--- src/tlk_tx_pkg.sv ---
package tlk_tx_pkg;

    ////////////////////
    // link word
    ////////////////////

    localparam int WORD_W = 16;

    // comma, D5.6 over K28.5, low K flag only
    localparam logic [WORD_W-1:0] IDLE_WORD = 16'hC5BC;

    // K28.2 over K27.7, both K flags
    localparam logic [WORD_W-1:0] SOF_WORD = 16'h5CFB;

    // K29.7 over K30.7, both K flags
    localparam logic [WORD_W-1:0] EOF_WORD = 16'hFDFE;

    ////////////////////
    // frame header
    ////////////////////

    localparam logic [WORD_W-1:0] HEAD_0 = 16'hEB90;
    localparam logic [WORD_W-1:0] HEAD_1 = 16'hE116;

    // data type, high byte of the file-sign word
    localparam logic [7:0] TX_IND = 8'h81;

    // low byte of the file-sign word on the last frame
    localparam logic [7:0] FILE_END = 8'h01;

    ////////////////////
    // frame fields
    ////////////////////

    // the end-of-frame word always follows the checksum,
    // so the word builder inserts it by itself
    typedef enum logic [3:0] {
        FLD_IDLE,
        FLD_SOF,
        FLD_HEAD0,
        FLD_HEAD1,
        FLD_FILE_SIGN,
        FLD_FRAME_NUM,
        FLD_LENGTH,
        FLD_DATA,
        FLD_CHECKSUM
    } tx_field_t;

endpackage
--- src/tx_frame_ctrl.sv ---
`timescale 1ns/1ps

module tx_frame_ctrl #(
    parameter int LEVEL_W    = 10,
    parameter int SYNC_WORDS = 6,
    parameter int GAP_WORDS  = 257
) (
    input  logic                          clk,
    input  logic                          i_soft_reset,
    input  logic                          i_tx_start,
    input  logic [15:0]                   i_body_len,
    input  logic [15:0]                   i_tail_len,
    input  logic [15:0]                   i_last_frame,
    input  logic [15:0]                   i_intr_width,
    input  logic [LEVEL_W-1:0]            i_level,
    output logic                          o_rd_en,
    output tlk_tx_pkg::tx_field_t         o_field,
    output logic [tlk_tx_pkg::WORD_W-1:0] o_frame_num,
    output logic [tlk_tx_pkg::WORD_W-1:0] o_frame_len,
    output logic                          o_last,
    output logic                          o_tx_interrupt
);

    localparam int SYNC_CW = $clog2(SYNC_WORDS + 1);
    localparam int GAP_CW  = $clog2(GAP_WORDS + 1);

    typedef enum logic [3:0] {
        ST_IDLE,
        ST_SYNC,
        ST_WAIT,
        ST_SOF,
        ST_HEAD0,
        ST_HEAD1,
        ST_FSIGN,
        ST_FNUM,
        ST_LEN,
        ST_DATA,
        ST_CSUM,
        ST_EOF,
        ST_GAP,
        ST_INTR
    } state_t;

    state_t state;

    // configuration, latched on the start strobe
    logic [15:0] body_len;
    logic [15:0] tail_len;
    logic [15:0] last_frame;
    logic [15:0] intr_width;

    logic [15:0]        frame_num;
    logic [SYNC_CW-1:0] sync_cnt;
    logic [14:0]        data_cnt;
    logic [GAP_CW-1:0]  gap_cnt;
    logic [15:0]        intr_cnt;
    // set at the end-of-frame once the last frame has gone out
    logic               last_sent;

    logic        last;
    logic [15:0] frame_len;
    logic [14:0] data_words;
    logic [15:0] level_ext;
    logic        level_ok;

    assign last       = (frame_num == last_frame);
    assign frame_len  = last ? tail_len : body_len;
    assign data_words = frame_len[15:1];
    assign level_ext  = 16'(i_level);
    assign level_ok   = (level_ext >= {1'b0, data_words});

    always_ff @(posedge clk) begin
        if (state == ST_IDLE && i_tx_start) begin
            body_len   <= i_body_len;
            tail_len   <= i_tail_len;
            last_frame <= i_last_frame;
            intr_width <= i_intr_width;
        end
    end

    ////////////////////
    // frame sequencing
    ////////////////////

    always_ff @(posedge clk) begin
        if (i_soft_reset) begin
            state     <= ST_IDLE;
            frame_num <= '0;
            sync_cnt  <= '0;
            data_cnt  <= '0;
            gap_cnt   <= '0;
            intr_cnt  <= '0;
            last_sent <= 1'b0;
        end else begin
            case (state)
                ST_IDLE: begin
                    if (i_tx_start) begin
                        frame_num <= '0;
                        sync_cnt  <= '0;
                        state     <= ST_SYNC;
                    end
                end
                ST_SYNC: begin
                    sync_cnt <= sync_cnt + 1'b1;
                    if (sync_cnt == SYNC_CW'(SYNC_WORDS - 1)) begin
                        state <= ST_WAIT;
                    end
                end
                // hold idle until the whole payload is buffered
                ST_WAIT: begin
                    if (level_ok) begin
                        state <= ST_SOF;
                    end
                end
                ST_SOF:   state <= ST_HEAD0;
                ST_HEAD0: state <= ST_HEAD1;
                ST_HEAD1: state <= ST_FSIGN;
                ST_FSIGN: state <= ST_FNUM;
                ST_FNUM:  state <= ST_LEN;
                ST_LEN: begin
                    data_cnt <= '0;
                    state    <= (data_words == '0) ? ST_CSUM : ST_DATA;
                end
                ST_DATA: begin
                    data_cnt <= data_cnt + 1'b1;
                    if (data_cnt == data_words - 1'b1) begin
                        state <= ST_CSUM;
                    end
                end
                ST_CSUM:  state <= ST_EOF;
                ST_EOF: begin
                    gap_cnt   <= '0;
                    last_sent <= last;
                    if (!last) begin
                        frame_num <= frame_num + 1'b1;
                    end
                    state <= ST_GAP;
                end
                ST_GAP: begin
                    gap_cnt <= gap_cnt + 1'b1;
                    if (gap_cnt == GAP_CW'(GAP_WORDS - 1)) begin
                        intr_cnt <= '0;
                        if (last_sent) begin
                            state <= ST_INTR;
                        end else if (level_ok) begin
                            // next frame starts straight after the gap
                            state <= ST_SOF;
                        end else begin
                            state <= ST_WAIT;
                        end
                    end
                end
                ST_INTR: begin
                    intr_cnt <= intr_cnt + 1'b1;
                    // a zero width still gives one cycle
                    if (intr_cnt + 16'd1 >= intr_width) begin
                        state <= ST_IDLE;
                    end
                end
                default: state <= ST_IDLE;
            endcase
        end
    end

    ////////////////////
    // field codes
    ////////////////////

    always_comb begin
        case (state)
            ST_SOF:   o_field = tlk_tx_pkg::FLD_SOF;
            ST_HEAD0: o_field = tlk_tx_pkg::FLD_HEAD0;
            ST_HEAD1: o_field = tlk_tx_pkg::FLD_HEAD1;
            ST_FSIGN: o_field = tlk_tx_pkg::FLD_FILE_SIGN;
            ST_FNUM:  o_field = tlk_tx_pkg::FLD_FRAME_NUM;
            ST_LEN:   o_field = tlk_tx_pkg::FLD_LENGTH;
            ST_DATA:  o_field = tlk_tx_pkg::FLD_DATA;
            ST_CSUM:  o_field = tlk_tx_pkg::FLD_CHECKSUM;
            default:  o_field = tlk_tx_pkg::FLD_IDLE;
        endcase
    end

    assign o_rd_en        = (state == ST_DATA);
    assign o_frame_num    = frame_num;
    assign o_frame_len    = frame_len;
    assign o_last         = last;
    // rises with the last gap word on the pins
    assign o_tx_interrupt = (state == ST_INTR);

endmodule

--- config.mk ---
export PLATFORM = sky130hd
export DESIGN_NAME = tx_frame_ctrl
export DESIGN_NICKNAME = d
export VERILOG_FILES = /design/src/tlk_tx_pkg.sv /design/src/tx_frame_ctrl.sv
export SDC_FILE = /design/constraint.sdc
export NUM_CORES = 1
export LEC_CHECK = 0
export BUFFER_PORTS_ARGS = -buffer_cell sky130_fd_sc_hd__buf_4
export CAP_MARGIN = 20
export CORE_UTILIZATION = 50
export CTS_BUF_LIST = sky130_fd_sc_hd__clkbuf_8
export DETAILED_ROUTE_END_ITERATION = 12
export PLACE_DENSITY = 0.77
export SLEW_MARGIN = 20
export SYNTH_ARGS = -nofsm -noshare
export SYNTH_HDL_FRONTEND = slang
export SYNTH_SLANG_ARGS = --single-unit
--- constraint.sdc ---
create_clock -name clk -period 13.4 [get_ports clk]
set_input_delay 1.34 -clock clk [delete_from_list [all_inputs] [get_ports clk]]
set_output_delay 1.34 -clock clk [all_outputs]
set_load 0.005 [all_outputs]
==> flow_summary.yaml <==
drt:
  wire_per_inst_um: 15.8
  first_pass_iters: 9
  antenna_left: 0
  drc: 2
  drt_iter0_drc: 409
  via_count: 6358
  vias_per_cell: 5.69
  routed_wirelength_um: 17600
timing:
  period_share: 0.413
  min_period_ns: 5.53
  layout_setup_ws_ns: 7.87
  setup_viol: 0
  finClkSkew_ns: 0.00868
  hold_ws_ns: 0.498
  max_freq_mhz: 181
  rsz0062_at_grt: "false"
  worst_pin_slew_ns: 0.949
  hold_viol: 0
  relSlewSlack: 0.364
  slew_violations: 0
  fin_tns_setup_ns: 0
global_route:
  antenna_found_initial: 0
  grt_max_degree: 70
  grt_pass1_vias: 5876
  grt_overflow: 0
  grt_pass1_wl_um: 28900
  grt_usage: 0.230
worst_setup_path:
  cp-end-kind: "flip-flop"
  cp_data_required_time_ns: 13.74
  critPathMaxStageDelay_ns: 0.68
  crit_chain: "xor2_1 -> nor4_1 -> nand4_2 -> inv_2 -> buf_4 -> mux2_2 -> ha_1 -> nand2b_1 -> a21o_1 -> a21oi_1 -> o31a_1 -> maj3_1 -> o211a_1 -> nor4b_2 -> a211oi_2 -> or3_4 -> o32ai_1"
  reg2reg_from: "o_frame_num[3]$_SDFFE_PP0P_"
  start_kind: "flip-flop"
  crit_path_start: "o_frame_num[3]$_SDFFE_PP0P_"
  reg2reg_slack_ns: 7.87
  arrival_ns: 5.87
  crit_type: "reg -> reg"
  cpMaxStageDelayCell: "nand4_2"
  r2r.worst_path.cells: 17
  endpoint: "o_field[2]$_DFF_P_"
  worst_r2r_endpoint: "o_field[2]$_DFF_P_"
  path_max_fanout: 38
clocking:
  cts_hold_buf: 0
  ctsResizeCount: 0
  numCtsBuffers: 17
  htreeDepth: 4
  cts-root-buf: "clkbuf_8"
  clkTransAtPathRegs_ns: 0.08
  tritoncts: "done"
  clock_latency_ns: 0.45
  cts.sinks: 132
  post_cts_buffers: 0
  clockBufferDepth: 2
synthesis:
  yosys_most_used_dff: "dfxtp_1"
  yosysMostFrequentCell: "nor2_1"
  synth-xor-area-share: 0.0759
  postSynthAreaPerCell_sq_um: 9.26
  synth_edf_count: 64
  syn_inst: 817
  ys_ff_latch: 132
  synth_area_leaders: "edfxtp_1, dfxtp_1, xor2_1"
  synth_cell_types: 74
  seq_area_frac_synth: 0.434
  synth-async-reset-ratio: 0
  netlist.area_leader.share: 0.254
  syn-num-nets: 925
  synth_top_family_by_area: "simple AND/OR/NAND/NOR gates"
  synth_compound_gate_area_share: 0.147
  ys_warn_count: 0
  ys_top_cells_by_count: "nor2_1, nand2_1, dfxtp_1"
  syn_area_sq_um: 7570
  synthAdderAreaFrac: 0.0526
  synthSimpleGateAreaFrac: 0.214
  synthMuxAreaShare: 0.0364
  synth_top_cell_by_area: "edfxtp_1"
place:
  dp_hpwl_um: 12500
  placed_area_sq_um: 8530
  numPortBuffers: 115
  place.gp.congestion: 0.855
  post-place-ws_ns: 7.90
cells_and_area:
  fin_area_sq_um: 8940
  final_nets: 1028
  antennaDiodeCount: 0
  drive_above_1_share: 0.189
  syn_to_final_growth_pct: 18.2
status:
  status: "complete, but fails checks"
  violations: "DRC"
pwr:
  p_total_uw: 1190
  ir_worst_vdd_v: 0.0000835
  leakage_uw: 0.00371
  power.density_nw_per_um2: 133
hold_path:
  hold_path.class: "reg -> reg"
  min_from: "data_cnt[5]$_SDFFE_PP0P_"
floorplan:
  die_x_um: 125
  fp.dieH_um: 125
  core_sq_um: 14600
  die-area_sq_um: 15600
  rows: 44
  initial_utilization: 0.517
  pin_count: 116
job:
  maxCapViolCount: 0
==> metal layers <==
layer	share of wire	track usage	vias to the layer above
met5	0	0	-
met4	0.019	0.0825	0
met3	0.053	0.0535	27
met2	0.47	0.375	169
met1	0.45	0.299	3008
li1	-	-	3154
==> worst max-delay path: cells and delay by family, from the launching register on <==
kind                     cells  cell delay, ns
multiplexers                 1            0.42
adder cells (fa/ha/maj)      2            0.70
flip-flops                   1            0.36
buffers and inverters        2            0.61
AND/OR/NAND/NOR              5            1.94
XOR/XNOR                     1            0.17
AO/OA/AOI/OAI                6            1.20
==> state kept, by name, indices dropped and copies added (netlist names) <==
signal and cells:
o_field 4, tail_len 16, state 4, last_frame 16, data_cnt 15, gap_cnt 9
body_len 16, intr_width 16, last_sent 1, o_frame_num 16, sync_cnt 3, intr_cnt 16
==> cell type report <==
type,instances,area (sq um)
clock buffers,18,248
clock inverters,14,161
fillers,1269,5700
inverters,43,161
multi-input cells,609,3980
flip-flops and latches,132,3280
well taps,184,230
repair buffers,117,878
==> cell families after synthesis <==
family | after synthesis
fa+ha+maj | 32
mux | 24
flops | 132
buf+inv | 76
compound gates | 172
simple gates | 317
xor+xnor | 64
==> power by group <==
part           switching [uW]  internal, uW
sequential               56.2           496
clock                     160           188
combinational             167           124
==> placed cells by master, fill, tap and decap left out, types with 5 or more instances in the layout <==
cell type	count
buf_4	117
nor2_1	96
nand2_1	71
dfxtp_1	68
edfxtp_1	64
a21oi_1	51
xor2_1	45
inv_1	42
o21ai_0	38
ha_1	31
nand3_1	27
xnor2_1	18
clkbuf_8	18
and3_1	16
nor3_1	16
mux2i_1	14
nand2b_1	13
nor2b_1	12
a211oi_1	9
nand4_1	9
o211ai_1	9
nor4_1	8
mux2_2	8
or3_1	8
a31oi_1	8
a21o_1	8
a311oi_1	8
nor3b_1	7
or2_2	6
a22oi_1	6
o31a_1	5
or4_1	5
==> worst min path at each step <==
stage	cells past startpoint	to
floorplan	1	data_cnt[5]$_SDFFE_PP0P_
global placement	1	data_cnt[5]$_SDFFE_PP0P_
detailed placement	1	data_cnt[5]$_SDFFE_PP0P_
CTS	1	data_cnt[5]$_SDFFE_PP0P_
global route	1	data_cnt[5]$_SDFFE_PP0P_
finish	1	data_cnt[5]$_SDFFE_PP0P_
==> stage by stage <==
step                instances   util
finish                   1117  0.611
CTS                      1117  0.611
floorplan                 817      -
detailed placement       1085  0.583
global route             1117  0.611
global placement         1085  0.583
No activity file was read; power rests on OpenSTA's default activity.
