File: src/tlk_tx_pkg.sv
package tlk_tx_pkg;

    ////////////////////
    // link word
    ////////////////////

    localparam int WORD_W = 16;

    // comma, D5.6 over K28.5, low K flag only
    localparam logic [WORD_W-1:0] IDLE_WORD = 16'hC5BC;

    // K28.2 over K27.7, both K flags
    localparam logic [WORD_W-1:0] SOF_WORD = 16'h5CFB;

    // K29.7 over K30.7, both K flags
    localparam logic [WORD_W-1:0] EOF_WORD = 16'hFDFE;

    ////////////////////
    // frame header
    ////////////////////

    localparam logic [WORD_W-1:0] HEAD_0 = 16'hEB90;
    localparam logic [WORD_W-1:0] HEAD_1 = 16'hE116;

    // data type, high byte of the file-sign word
    localparam logic [7:0] TX_IND = 8'h81;

    // low byte of the file-sign word on the last frame
    localparam logic [7:0] FILE_END = 8'h01;

    ////////////////////
    // frame fields
    ////////////////////

    // the end-of-frame word always follows the checksum,
    // so the word builder inserts it by itself
    typedef enum logic [3:0] {
        FLD_IDLE,
        FLD_SOF,
        FLD_HEAD0,
        FLD_HEAD1,
        FLD_FILE_SIGN,
        FLD_FRAME_NUM,
        FLD_LENGTH,
        FLD_DATA,
        FLD_CHECKSUM
    } tx_field_t;

endpackage
File: src/tx_word_gen.sv
`timescale 1ns/1ps

module tx_word_gen (
    input  logic                          clk,
    input  logic                          i_soft_reset,
    input  tlk_tx_pkg::tx_field_t         i_field,
    input  logic [tlk_tx_pkg::WORD_W-1:0] i_frame_num,
    input  logic [tlk_tx_pkg::WORD_W-1:0] i_frame_len,
    input  logic                          i_last,
    input  logic [tlk_tx_pkg::WORD_W-1:0] i_rd_data,
    output logic [tlk_tx_pkg::WORD_W-1:0] o_2711_txd,
    output logic                          o_2711_tkmsb,
    output logic                          o_2711_tklsb,
    output logic                          o_2711_enable,
    output logic                          o_2711_lckrefn
);

    logic [tlk_tx_pkg::WORD_W-1:0] next_txd;
    logic                          next_tkmsb;
    logic                          next_tklsb;
    logic [tlk_tx_pkg::WORD_W-1:0] checksum;
    logic                          eof_due;

    ////////////////////
    // word select
    ////////////////////

    always_comb begin
        next_txd   = tlk_tx_pkg::IDLE_WORD;
        next_tkmsb = 1'b0;
        next_tklsb = 1'b1;
        if (eof_due) begin
            next_txd   = tlk_tx_pkg::EOF_WORD;
            next_tkmsb = 1'b1;
        end else begin
            case (i_field)
                tlk_tx_pkg::FLD_SOF: begin
                    next_txd   = tlk_tx_pkg::SOF_WORD;
                    next_tkmsb = 1'b1;
                end
                tlk_tx_pkg::FLD_HEAD0: begin
                    next_txd   = tlk_tx_pkg::HEAD_0;
                    next_tklsb = 1'b0;
                end
                tlk_tx_pkg::FLD_HEAD1: begin
                    next_txd   = tlk_tx_pkg::HEAD_1;
                    next_tklsb = 1'b0;
                end
                tlk_tx_pkg::FLD_FILE_SIGN: begin
                    next_txd   = {tlk_tx_pkg::TX_IND, i_last ? tlk_tx_pkg::FILE_END : 8'h00};
                    next_tklsb = 1'b0;
                end
                tlk_tx_pkg::FLD_FRAME_NUM: begin
                    next_txd   = i_frame_num;
                    next_tklsb = 1'b0;
                end
                tlk_tx_pkg::FLD_LENGTH: begin
                    next_txd   = i_frame_len;
                    next_tklsb = 1'b0;
                end
                tlk_tx_pkg::FLD_DATA: begin
                    next_txd   = i_rd_data;
                    next_tklsb = 1'b0;
                end
                tlk_tx_pkg::FLD_CHECKSUM: begin
                    next_txd   = checksum;
                    next_tklsb = 1'b0;
                end
                default: ;
            endcase
        end
    end

    ////////////////////
    // checksum and pins
    ////////////////////

    always_ff @(posedge clk) begin
        if (i_soft_reset) begin
            checksum       <= '0;
            eof_due        <= 1'b0;
            o_2711_txd     <= tlk_tx_pkg::IDLE_WORD;
            o_2711_tkmsb   <= 1'b0;
            o_2711_tklsb   <= 1'b1;
            o_2711_enable  <= 1'b0;
            o_2711_lckrefn <= 1'b0;
        end else begin
            // sum of frame number, length and payload
            if (i_field == tlk_tx_pkg::FLD_SOF) begin
                checksum <= '0;
            end else if (i_field == tlk_tx_pkg::FLD_FRAME_NUM ||
                         i_field == tlk_tx_pkg::FLD_LENGTH ||
                         i_field == tlk_tx_pkg::FLD_DATA) begin
                checksum <= checksum + next_txd;
            end
            eof_due        <= (i_field == tlk_tx_pkg::FLD_CHECKSUM);
            o_2711_txd     <= next_txd;
            o_2711_tkmsb   <= next_tkmsb;
            o_2711_tklsb   <= next_tklsb;
            o_2711_enable  <= 1'b1;
            o_2711_lckrefn <= 1'b1;
        end
    end

endmodule

File: config.mk
export PLATFORM = sky130hd
export DESIGN_NAME = tx_word_gen
export DESIGN_NICKNAME = d
export VERILOG_FILES = /design/src/tlk_tx_pkg.sv /design/src/tx_word_gen.sv
export SDC_FILE = /design/constraint.sdc
export NUM_CORES = 1
export LEC_CHECK = 0
export ABC_AREA = 1
export BUFFER_PORTS_ARGS = -buffer_cell sky130_fd_sc_hd__buf_4
export CAP_MARGIN = 20
export CORE_ASPECT_RATIO = 0.8
export CORE_MARGIN = 2
export CORE_UTILIZATION = 45
export CTS_BUF_LIST = sky130_fd_sc_hd__clkbuf_2
export CTS_CLUSTER_SIZE = 28
export DETAILED_ROUTE_END_ITERATION = 8
export GPL_TIMING_DRIVEN = 0
export PLACE_DENSITY = 0.8
export SYNTH_ARGS = -nofsm -noshare
export SYNTH_HDL_FRONTEND = slang
export SYNTH_SLANG_ARGS = --single-unit
File: constraint.sdc
create_clock -name clk -period 2.71 [get_ports clk]
set_input_delay 0.1355 -clock clk [delete_from_list [all_inputs] [get_ports clk]]
set_output_delay 0.1355 -clock clk [all_outputs]
set_load 0.01 [all_outputs]
==> impl.org, run 1 <==
** Placement
- Estimated wirelength of the detail-placed design :: 6.80 mm
- Last weighted congestion value of the routability-driven placer :: 0.994
- Placed cell count :: 551
- Port Buffer Count :: 74

** STA
- Fmax :: 0.385 GHz
- Setup repair after global routing could not meet its margin everywhere.
- Total of endpoints with negative setup slack in the final report :: 0
- At the pin with the least slew margin, the transition time is 0.432 ns.
- Headroom to the max-slew limit came out at 0.709.
- On the final layout, the worst hold slack is between 0.03 and 0.04 ns.
- The final-report hold violation count was 0.
- Subtracting the final worst setup slack from the clock period gives ~2.6 ns.
- Tcrit/Tclk final :: 0.959
- The number of max-slew violations in the final report is 0.
- Final Skew :: 0.0219 ns

** Synth
- Async S/R FF share, synth :: 0
- Of the post-synthesis cell area, the dominant cell type holds 0.273.
- Post-synth top area cell :: dfxtp_1
- Yosys attributes the largest share of cell area to dfxtp_1 (27%), nand2_1 (14%), inv_1 (7.8%).
- Each instance of the synthesized netlist takes up on average 6.61 um2.
- Synthesis produced a netlist with a net count of 470.
- Top_reg_cell synth :: dfxtp_1
- In this run, synthesis inferred 0 flip-flops with an integrated enable.
- Yosys printed 0 warnings.
- Register bit count reported by yosys :: 36
- Synthesized instance count :: ~400
- The synthesized netlist occupies a cell area of 2640 um2.
- The share of the Yosys chip area taken by registers is 0.273.
- Count of distinct cell types in the synthesized netlist :: 42

** Setup path
- The worst setup path is launched from an input pin.
- Critical path cell sequence :: buf_4 > nand2_1 > inv_1 > nand2_1 > inv_1 > buf_4 > nand2_1 > nand4_1 > a211oi_2 > nor2_1 > ha_1 > fa_1 > nand3_1 > nand2_2 > a21boi_2 > nor2_1 > nand2_1 > nand2_1 > nand2_1 > nand3_1 > nand2_1 > inv_1
- Class of the most critical setup path :: input pin to flip-flop
- Arr. time, crit path :: 2.91 ns
- The slowest stage of the critical path is the fa_1 cell.
- Critical path fanouts, max :: 10
- The worst setup path is captured at a flip-flop.
- In this design, the critical path's most frequently occurring cell is nand2_1.
- Together, buffers and inverters on the worst path number 5.
- On the critical path the largest part of the delay comes from simple AND/OR/NAND/NOR gates.
- STA puts the critical path data required time at a little over 3 ns.
- Critical path's largest stage delay :: 0.42 ns

** Clocking
- Counting every sink on the clock net gives 36.
- TritonCTS built the clock tree.
- Clock-pin slew reported for the worst setup and hold paths after clock tree synthesis :: around 0.19 ns
- H-tree Lvls :: 2
- Max Buffers Root-to-Sink :: 2
- Inserted Clock Buffers :: 5
- Clock Tree Root :: clkbuf_2
- Clock insertion delay at the later pin of the skew report :: 0.39 ns

** Global routing
- Number of global-route vias before repair :: 2760
- Largest net degree at the start of global routing :: 13
- All-layer global routing usage :: 0.260
- Global-route wire length before repair :: roughly 13 mm
- Initial antenna violation count :: 0
- Sum of overflow across all layers after global routing :: 0

** Detailed routing
- Via density per instance :: approximately 5.4
- Initial DRC count :: 205
- Via Count :: between 3000 and 4000
- For this run, design rule violations remaining after detail routing come to 0.
- In the final routed layout, each cell accounts on average for approximately 15 um.
- In this run the remaining antenna-violating nets after routing total 0.
- Summed over all layers, the routed wires come to 8.54 mm.
- Number of optimization iterations in the first detailed-route pass :: 5

** Die
- Row count :: 24
- DIE HEIGHT :: roughly 72 um
- Initial standard-cell utilization of the core :: 0.475
- Number of ports placed on the die boundary :: between 70 and 80
- Horizontal extent of the die :: 89.6 um
- The region available for standard cell placement spans 5560 um2.
- Area of the die :: 6490 um2

** Finish
- Area Growth Syn to Fin :: 31.0%
- Once layout is complete, the cells apart from fillers number roughly 570.
- Once layout is complete, the utilization of the core stands at 0.622.
- Number of antenna diodes :: 0
- The final layout contains between 500 and 600 nets.
- Share of layout cells above drive strength 1 :: 0.276

** Worst hold path
- The tightest min-delay check is of the input pin to flip-flop type.

** Pwr
- LEAKAGE :: 0.00180 uW
- Worst IR drop on VDD :: about 0.27 mV
- PD cells :: 390 nW/um2

** Status
- The run finished with clean final reports.

** Flow run
- Max-cap viol count :: 0
[path summary, 6_finish.rpt]
check                       start        endpoint  slack, ns  cells past startpoint
hold reg to reg           eof_due   o_2711_txd[0]       0.51                      1
setup reg to reg          eof_due    checksum[10]       0.15                     17
hold / removal    i_frame_len[12]  o_2711_txd[12]       0.03                      3
setup / recovery       i_field[1]    checksum[10]       0.11                     22
[tightest hold or removal path: stages]
cell     delay (ns)
buf_4          0.11
nand2_1        0.07
a31oi_1        0.07
[sequential cells by signal, indices dropped and copies added (netlist names)]
name,flops
o_2711_tklsb,1
o_2711_tkmsb,1
eof_due,1
o_2711_lckrefn,1
checksum,16
o_2711_txd,16
[cells by family (layout without fill, tap and decap cells)]
family | Yosys count | after routing | synth area share
fa+ha+maj | 16 | 16 | 0.0788
flops | 36 | 36 | 0.273
simple gates | 196 | 196 | 0.329
compound gates | 70 | 70 | 0.177
xor+xnor | 7 | 7 | 0.0233
buf+inv | 74 | 164 | 0.119
[power by group]
group          switching, uW  internal (uW)
sequential              20.8            565
combinational            288            219
clock                    191           63.0
[cell usage after synthesis (all sizes together) (5+ instances only)]
cell type   n
buf         8
nor2       50
nand2      98
nor3        6
ha         15
dfxtp      36
a21oi      23
or2         8
a221oi      5
xor2        5
nand3      26
nand4       7
a211oi      6
o21ai      21
inv        64
[cells in the final DEF, fill, tap and decap left out, types with 5 or more instances in the layout]
master | Yosys | layout
nand2_1 | 96 | 93
buf_4 | 3 | 80
inv_1 | 55 | 54
nor2_1 | 43 | 43
dfxtp_1 | 36 | 35
nand3_1 | 25 | 25
a21oi_1 | 23 | 22
o21ai_0 | 19 | 19
ha_1 | 15 | 14
inv_2 | 7 | 7
nand4_1 | 7 | 7
nand2_2 | 2 | 5
xor2_1 | 5 | 5
clkbuf_2 | 0 | 5
dlygate4sd3_1 | 0 | 5
[timing repair]
action	4_1_cts	5_1_grt
pin swaps	1	6
gates resized for setup	3	10
endpoints found under the setup margin	5	9
buffers inserted	0	3
hold buffers	3	2
hold endpoints to repair	2	2
[stage by stage]
stage               setup WS, ns  total power [uW]  TNS (ns)  cell area [um2]
floorplan                  0.247               881         0             2640
global placement          -0.434              1050     -1.58             3290
detailed placement        -0.480              1060     -2.16             3290
CTS                       0.0486              1310         0             3370
global route             -0.0378              1430   -0.0388             3450
finish                     0.111              1350         0             3450
[layer usage]
metal  GRT usage  vias up  share of wire
met2       0.396      155           0.45
met3      0.0626       10           0.10
met1       0.370     1404           0.44
li1            -     1481              -
met5           0        -              0
met4      0.0597        0         0.0082
[cell type report]
type,instances,area [um2]
fill,501,2100
multi-input combinational,289,1650
sequential,36,722
timing repair buffer,82,628
inverter,65,251
tap,78,97.6
buffer,9,63.8
clock buffer,5,25.0
clock inverter,3,17.5
Power figures use the tool's default switching activity.
==> inputs of run 2 (changes only) <==
--- a/config.mk
+++ b/config.mk
@@ -7,15 +7,15 @@
 export LEC_CHECK = 0
 export ABC_AREA = 1
 export BUFFER_PORTS_ARGS = -buffer_cell sky130_fd_sc_hd__buf_4
-export CAP_MARGIN = 20
+export CAP_MARGIN = 10
 export CORE_ASPECT_RATIO = 0.8
-export CORE_MARGIN = 2
 export CORE_UTILIZATION = 45
 export CTS_BUF_LIST = sky130_fd_sc_hd__clkbuf_2
 export CTS_CLUSTER_SIZE = 28
 export DETAILED_ROUTE_END_ITERATION = 8
 export GPL_TIMING_DRIVEN = 0
 export PLACE_DENSITY = 0.8
+export REMOVE_ABC_BUFFERS = 1
 export SYNTH_ARGS = -nofsm -noshare
 export SYNTH_HDL_FRONTEND = slang
 export SYNTH_SLANG_ARGS = --single-unit
==> run 2 against run 1 <==
  * Critical path type unchanged
  * Largest power group unchanged
  * Critical path depth is 6 lower
  * Global-route usage is 0.37 points lower
  * Clock skew is 0.0067 ns lower
  * Total power is 1.9% lower
  * Combinational power is 4.9% lower
==> impl.org, run 2 (synthesized netlist as in run 1, its figures left out) <==
** Clocking
- The number of buffers between clock root and the deepest sink was 2 (unchanged).
- The clock-pin slew on the worst setup and hold paths came to 0.20 ns (about the same).
- Inserted Clock Buffers :: 5 (unchanged)
- TritonCTS built the clock tree.
- Clock insertion delay at the later pin of the skew report :: 0.39 ns (about the same)
- The number of clock sinks seen by CTS is 36 (unchanged).
- The cell sitting at the root of the clock tree is a clkbuf_2.
- H-tree Lvls :: 2 (unchanged)

** Setup path
- CP startpoint :: i_field[3]
- Critical path fanouts, max :: 11 (+1)
- The reg-to-reg setup timing slack was 0.26 ns (+0.11 ns).
- Reg-to-reg critical path startpoint :: checksum[0]
- Crit path capture type :: flip-flop
- STA classifies the critical path startpoint as an input pin.
- In this run the critical register-to-register path is captured at checksum[10].
- Worst r2r path cells :: 16 (-1)
- The data arrival time of the critical path came to 2.82 ns (-0.09 ns).
- The critical path in this run is classified as input pin to flip-flop.
- The required time at the endpoint of the critical path came to 3.05 ns (+0.03 ns).

** Global routing
- Largest net degree at the start of global routing :: 20 (+7)
- The initial antenna violation count is 0 (unchanged).
- The via count of the first global-routing pass came to 2636 (-4.5%).
- The combined global-route utilization of all metal layers came to 0.256 (-0.00369).
- Sum of overflow across all layers after global routing :: 0 (unchanged)
- The global-route wire length before repair is 12.2 mm (-6.3%).

** Detailed routing
- The average routed wire per standard cell is 14.0 um (-7.4%).
- DRC errors left :: 0 (unchanged)
- Initial DRC count :: 239 (+17%)
- Detailed Route WL :: 7.76 mm (-9.2%)
- Via density per instance :: 5.22 (-3.0%)
- The final antenna-violating net count was 0 (unchanged).
- Via Count :: 2900 (-4.9%)
- Number of optimization iterations in the first detailed-route pass :: 5 (unchanged)

** Die
- Row count :: 24 (unchanged)
- The horizontal die dimension is 87.6 um (-2.2%).
- The area inside the core boundary is 5560 um2 (unchanged).
- DIE HEIGHT :: 70.5 um (-2.8%)
- The die area came to 6170 um2 (-4.9%).
- Number of ports placed on the die boundary :: 75 (unchanged)
- The effective utilization at floorplan was 0.475 (unchanged).

** Placement
- The total instance count after detailed placement was 542 (-1.6%).
- Last weighted congestion value of the routability-driven placer :: 0.961 (-3.3%)
- Estimated wirelength of the detail-placed design :: 5.94 mm (-13%)
- The count of buffers inserted at the top-level ports was 74 (unchanged).

** Worst hold path
- Worst hold path stage count :: 3 (unchanged)
- In this run the worst hold path is classified as input pin to flip-flop.
- The path with the worst hold slack has its endpoint at o_2711_txd[11].
- Source of the worst hold timing path :: i_rd_data[11]

** STA
- Slew at the pin with the worst max-slew slack :: 0.479 ns (+0.0472 ns)
- Final Hold Vio Count :: 0 (unchanged)
- The setup violation total in the final timing report is 0 (unchanged).
- The achievable clock frequency is 0.403 GHz (+4.8%).
- The period utilization was 0.915 (-0.0439).
- The final period demand of the worst path came to 2.48 ns (-0.119 ns).
- Max-slew headroom at the worst pin :: 0.680 (-0.0292)
- Setup repair after global routing left no endpoint under its margin.
- Final Skew :: 0.0152 ns (-0.00669 ns)
- The number of max-slew violations in the final report came to 0 (unchanged).

** Pwr
- PD cells :: 390 nW/um2 (+0.13%)
- Worst IR drop on VDD :: 0.134 mV (-50%)
- LEAKAGE :: 0.00173 uW (-3.9%)
- Overall power of the completed layout :: 1320 uW (-1.9%)

** Status
- The flow ran to the end, and the final reports show no timing, DRC or antenna violations.

** Flow run
- The max capacitance violation total came to 0 (unchanged).

** Finish
- The filler cell count in the final layout came to 504 (+0.60%).
- The number of diodes added for antenna fixing is 0 (unchanged).
- Commonest non-fill, non-tap cells in the layout :: nand2_1 (95), buf_4 (76), inv_1 (53)
- Area Growth Syn to Fin :: 28.4%
- Leaving out fill and tap cells, the most frequent cell in the layout is nand2_1.
- The non-filler instance count after layout is 556 (-1.9%).
- The number of nets at the end of the flow came to 548 (-2.0%).
- In the final layout, the registers with the most flip-flops are checksum: 16 flops, o_2711_txd: 16 flops.
- The share of layout cells above drive strength 1 came to 0.259 (-0.0167).
==> run 2: cell count changes in the layout (fill, tap and decap cells not counted), moves of 2 or more <==
cell        before  now
ha_1            14   12
clkinvlp_4       0    2
ha_4             1    3
buf_6            2    0
buf_4           80   76
nand2_1         93   95
buf_2            3    0
nand2_2          5    3
==> run 2: timing repair <==
action	4_1_cts	5_1_grt
endpoints found under the hold margin	3	0
hold buffers	4	0
pin swaps	0	3
gates resized for setup	2	10
setup buffers	0	2
setup endpoints to repair	5	8
==> run 2: worst max path at each step <==
stage | end | slack [ns] | cells after the start
2_1_floorplan | checksum[10] | 0.28 | 20
3_5_place_dp | checksum[10] | -0.34 | 21
5_1_grt | checksum[14] | 0.02 | 15
3_3_place_gp | checksum[10] | -0.29 | 21
4_1_cts | checksum[15] | 0.07 | 19
6_report | checksum[8] | 0.23 | 16
==> run 2: layer usage <==
metal | vias to the layer above | part of all wire | wire (um) | track usage
met1 | 1285 | 0.45 | 3500 | 0.344
met4 | 0 | 0.013 | 99 | 0.0729
met5 | - | 0 | 0 | 0
met2 | 149 | 0.44 | 3430 | 0.411
met3 | 13 | 0.094 | 730 | 0.0532
li1 | 1453 | - | - | -
==> run 2: area by class of cell <==
| cell class | instances | area [um2] | share of cell area |
|---|---|---|---|
| sequential | 36 | 722 | 0.213 |
| tap | 78 | 97.6 | 0.0288 |
| multi-input combinational | 289 | 1660 | 0.490 |
| clock buffer | 6 | 30.0 | 0.00887 |
| timing repair buffer | 80 | 611 | 0.180 |
| inverter | 65 | 255 | 0.0754 |
| clock inverter | 2 | 11.3 | 0.00333 |
==> run 2: power breakdown <==
group          leakage (uW)  switching, uW  internal, uW  total (uW)
clock             0.0000266            189          64.4         253
combinational       0.00141            272           210         482
sequential         0.000297           21.5           565         586
total               0.00173            482           839        1320
==> run 2: worst max-delay path: stages <==
cell and delay [ns]:
buf_4 0.11, inv_1 0.04, nor2_1 0.21, nand2_2 0.25
nand3_2 0.22, nand2_2 0.09, inv_4 0.10, nand4_1 0.20
ha_1 0.45, nand2_1 0.11, o21ai_0 0.28, a21oi_1 0.11
or2_2 0.29, nand3_1 0.07, o211ai_1 0.08, inv_1 0.07
==> run 2: per-stage QoR <==
stage               setup WS, ns  hold slack, ns   util  TNS [ns]  instance area [um2]
floorplan                  0.284           0.205      -         0                 2570
global placement          -0.292           0.369  0.581     -1.20                 3230
detailed placement        -0.345           0.371  0.581     -1.45                 3230
CTS                       0.0715         0.00721  0.595         0                 3310
global route              0.0174         0.00583  0.609         0                 3390
finish                     0.230          0.0168  0.609         0                 3390
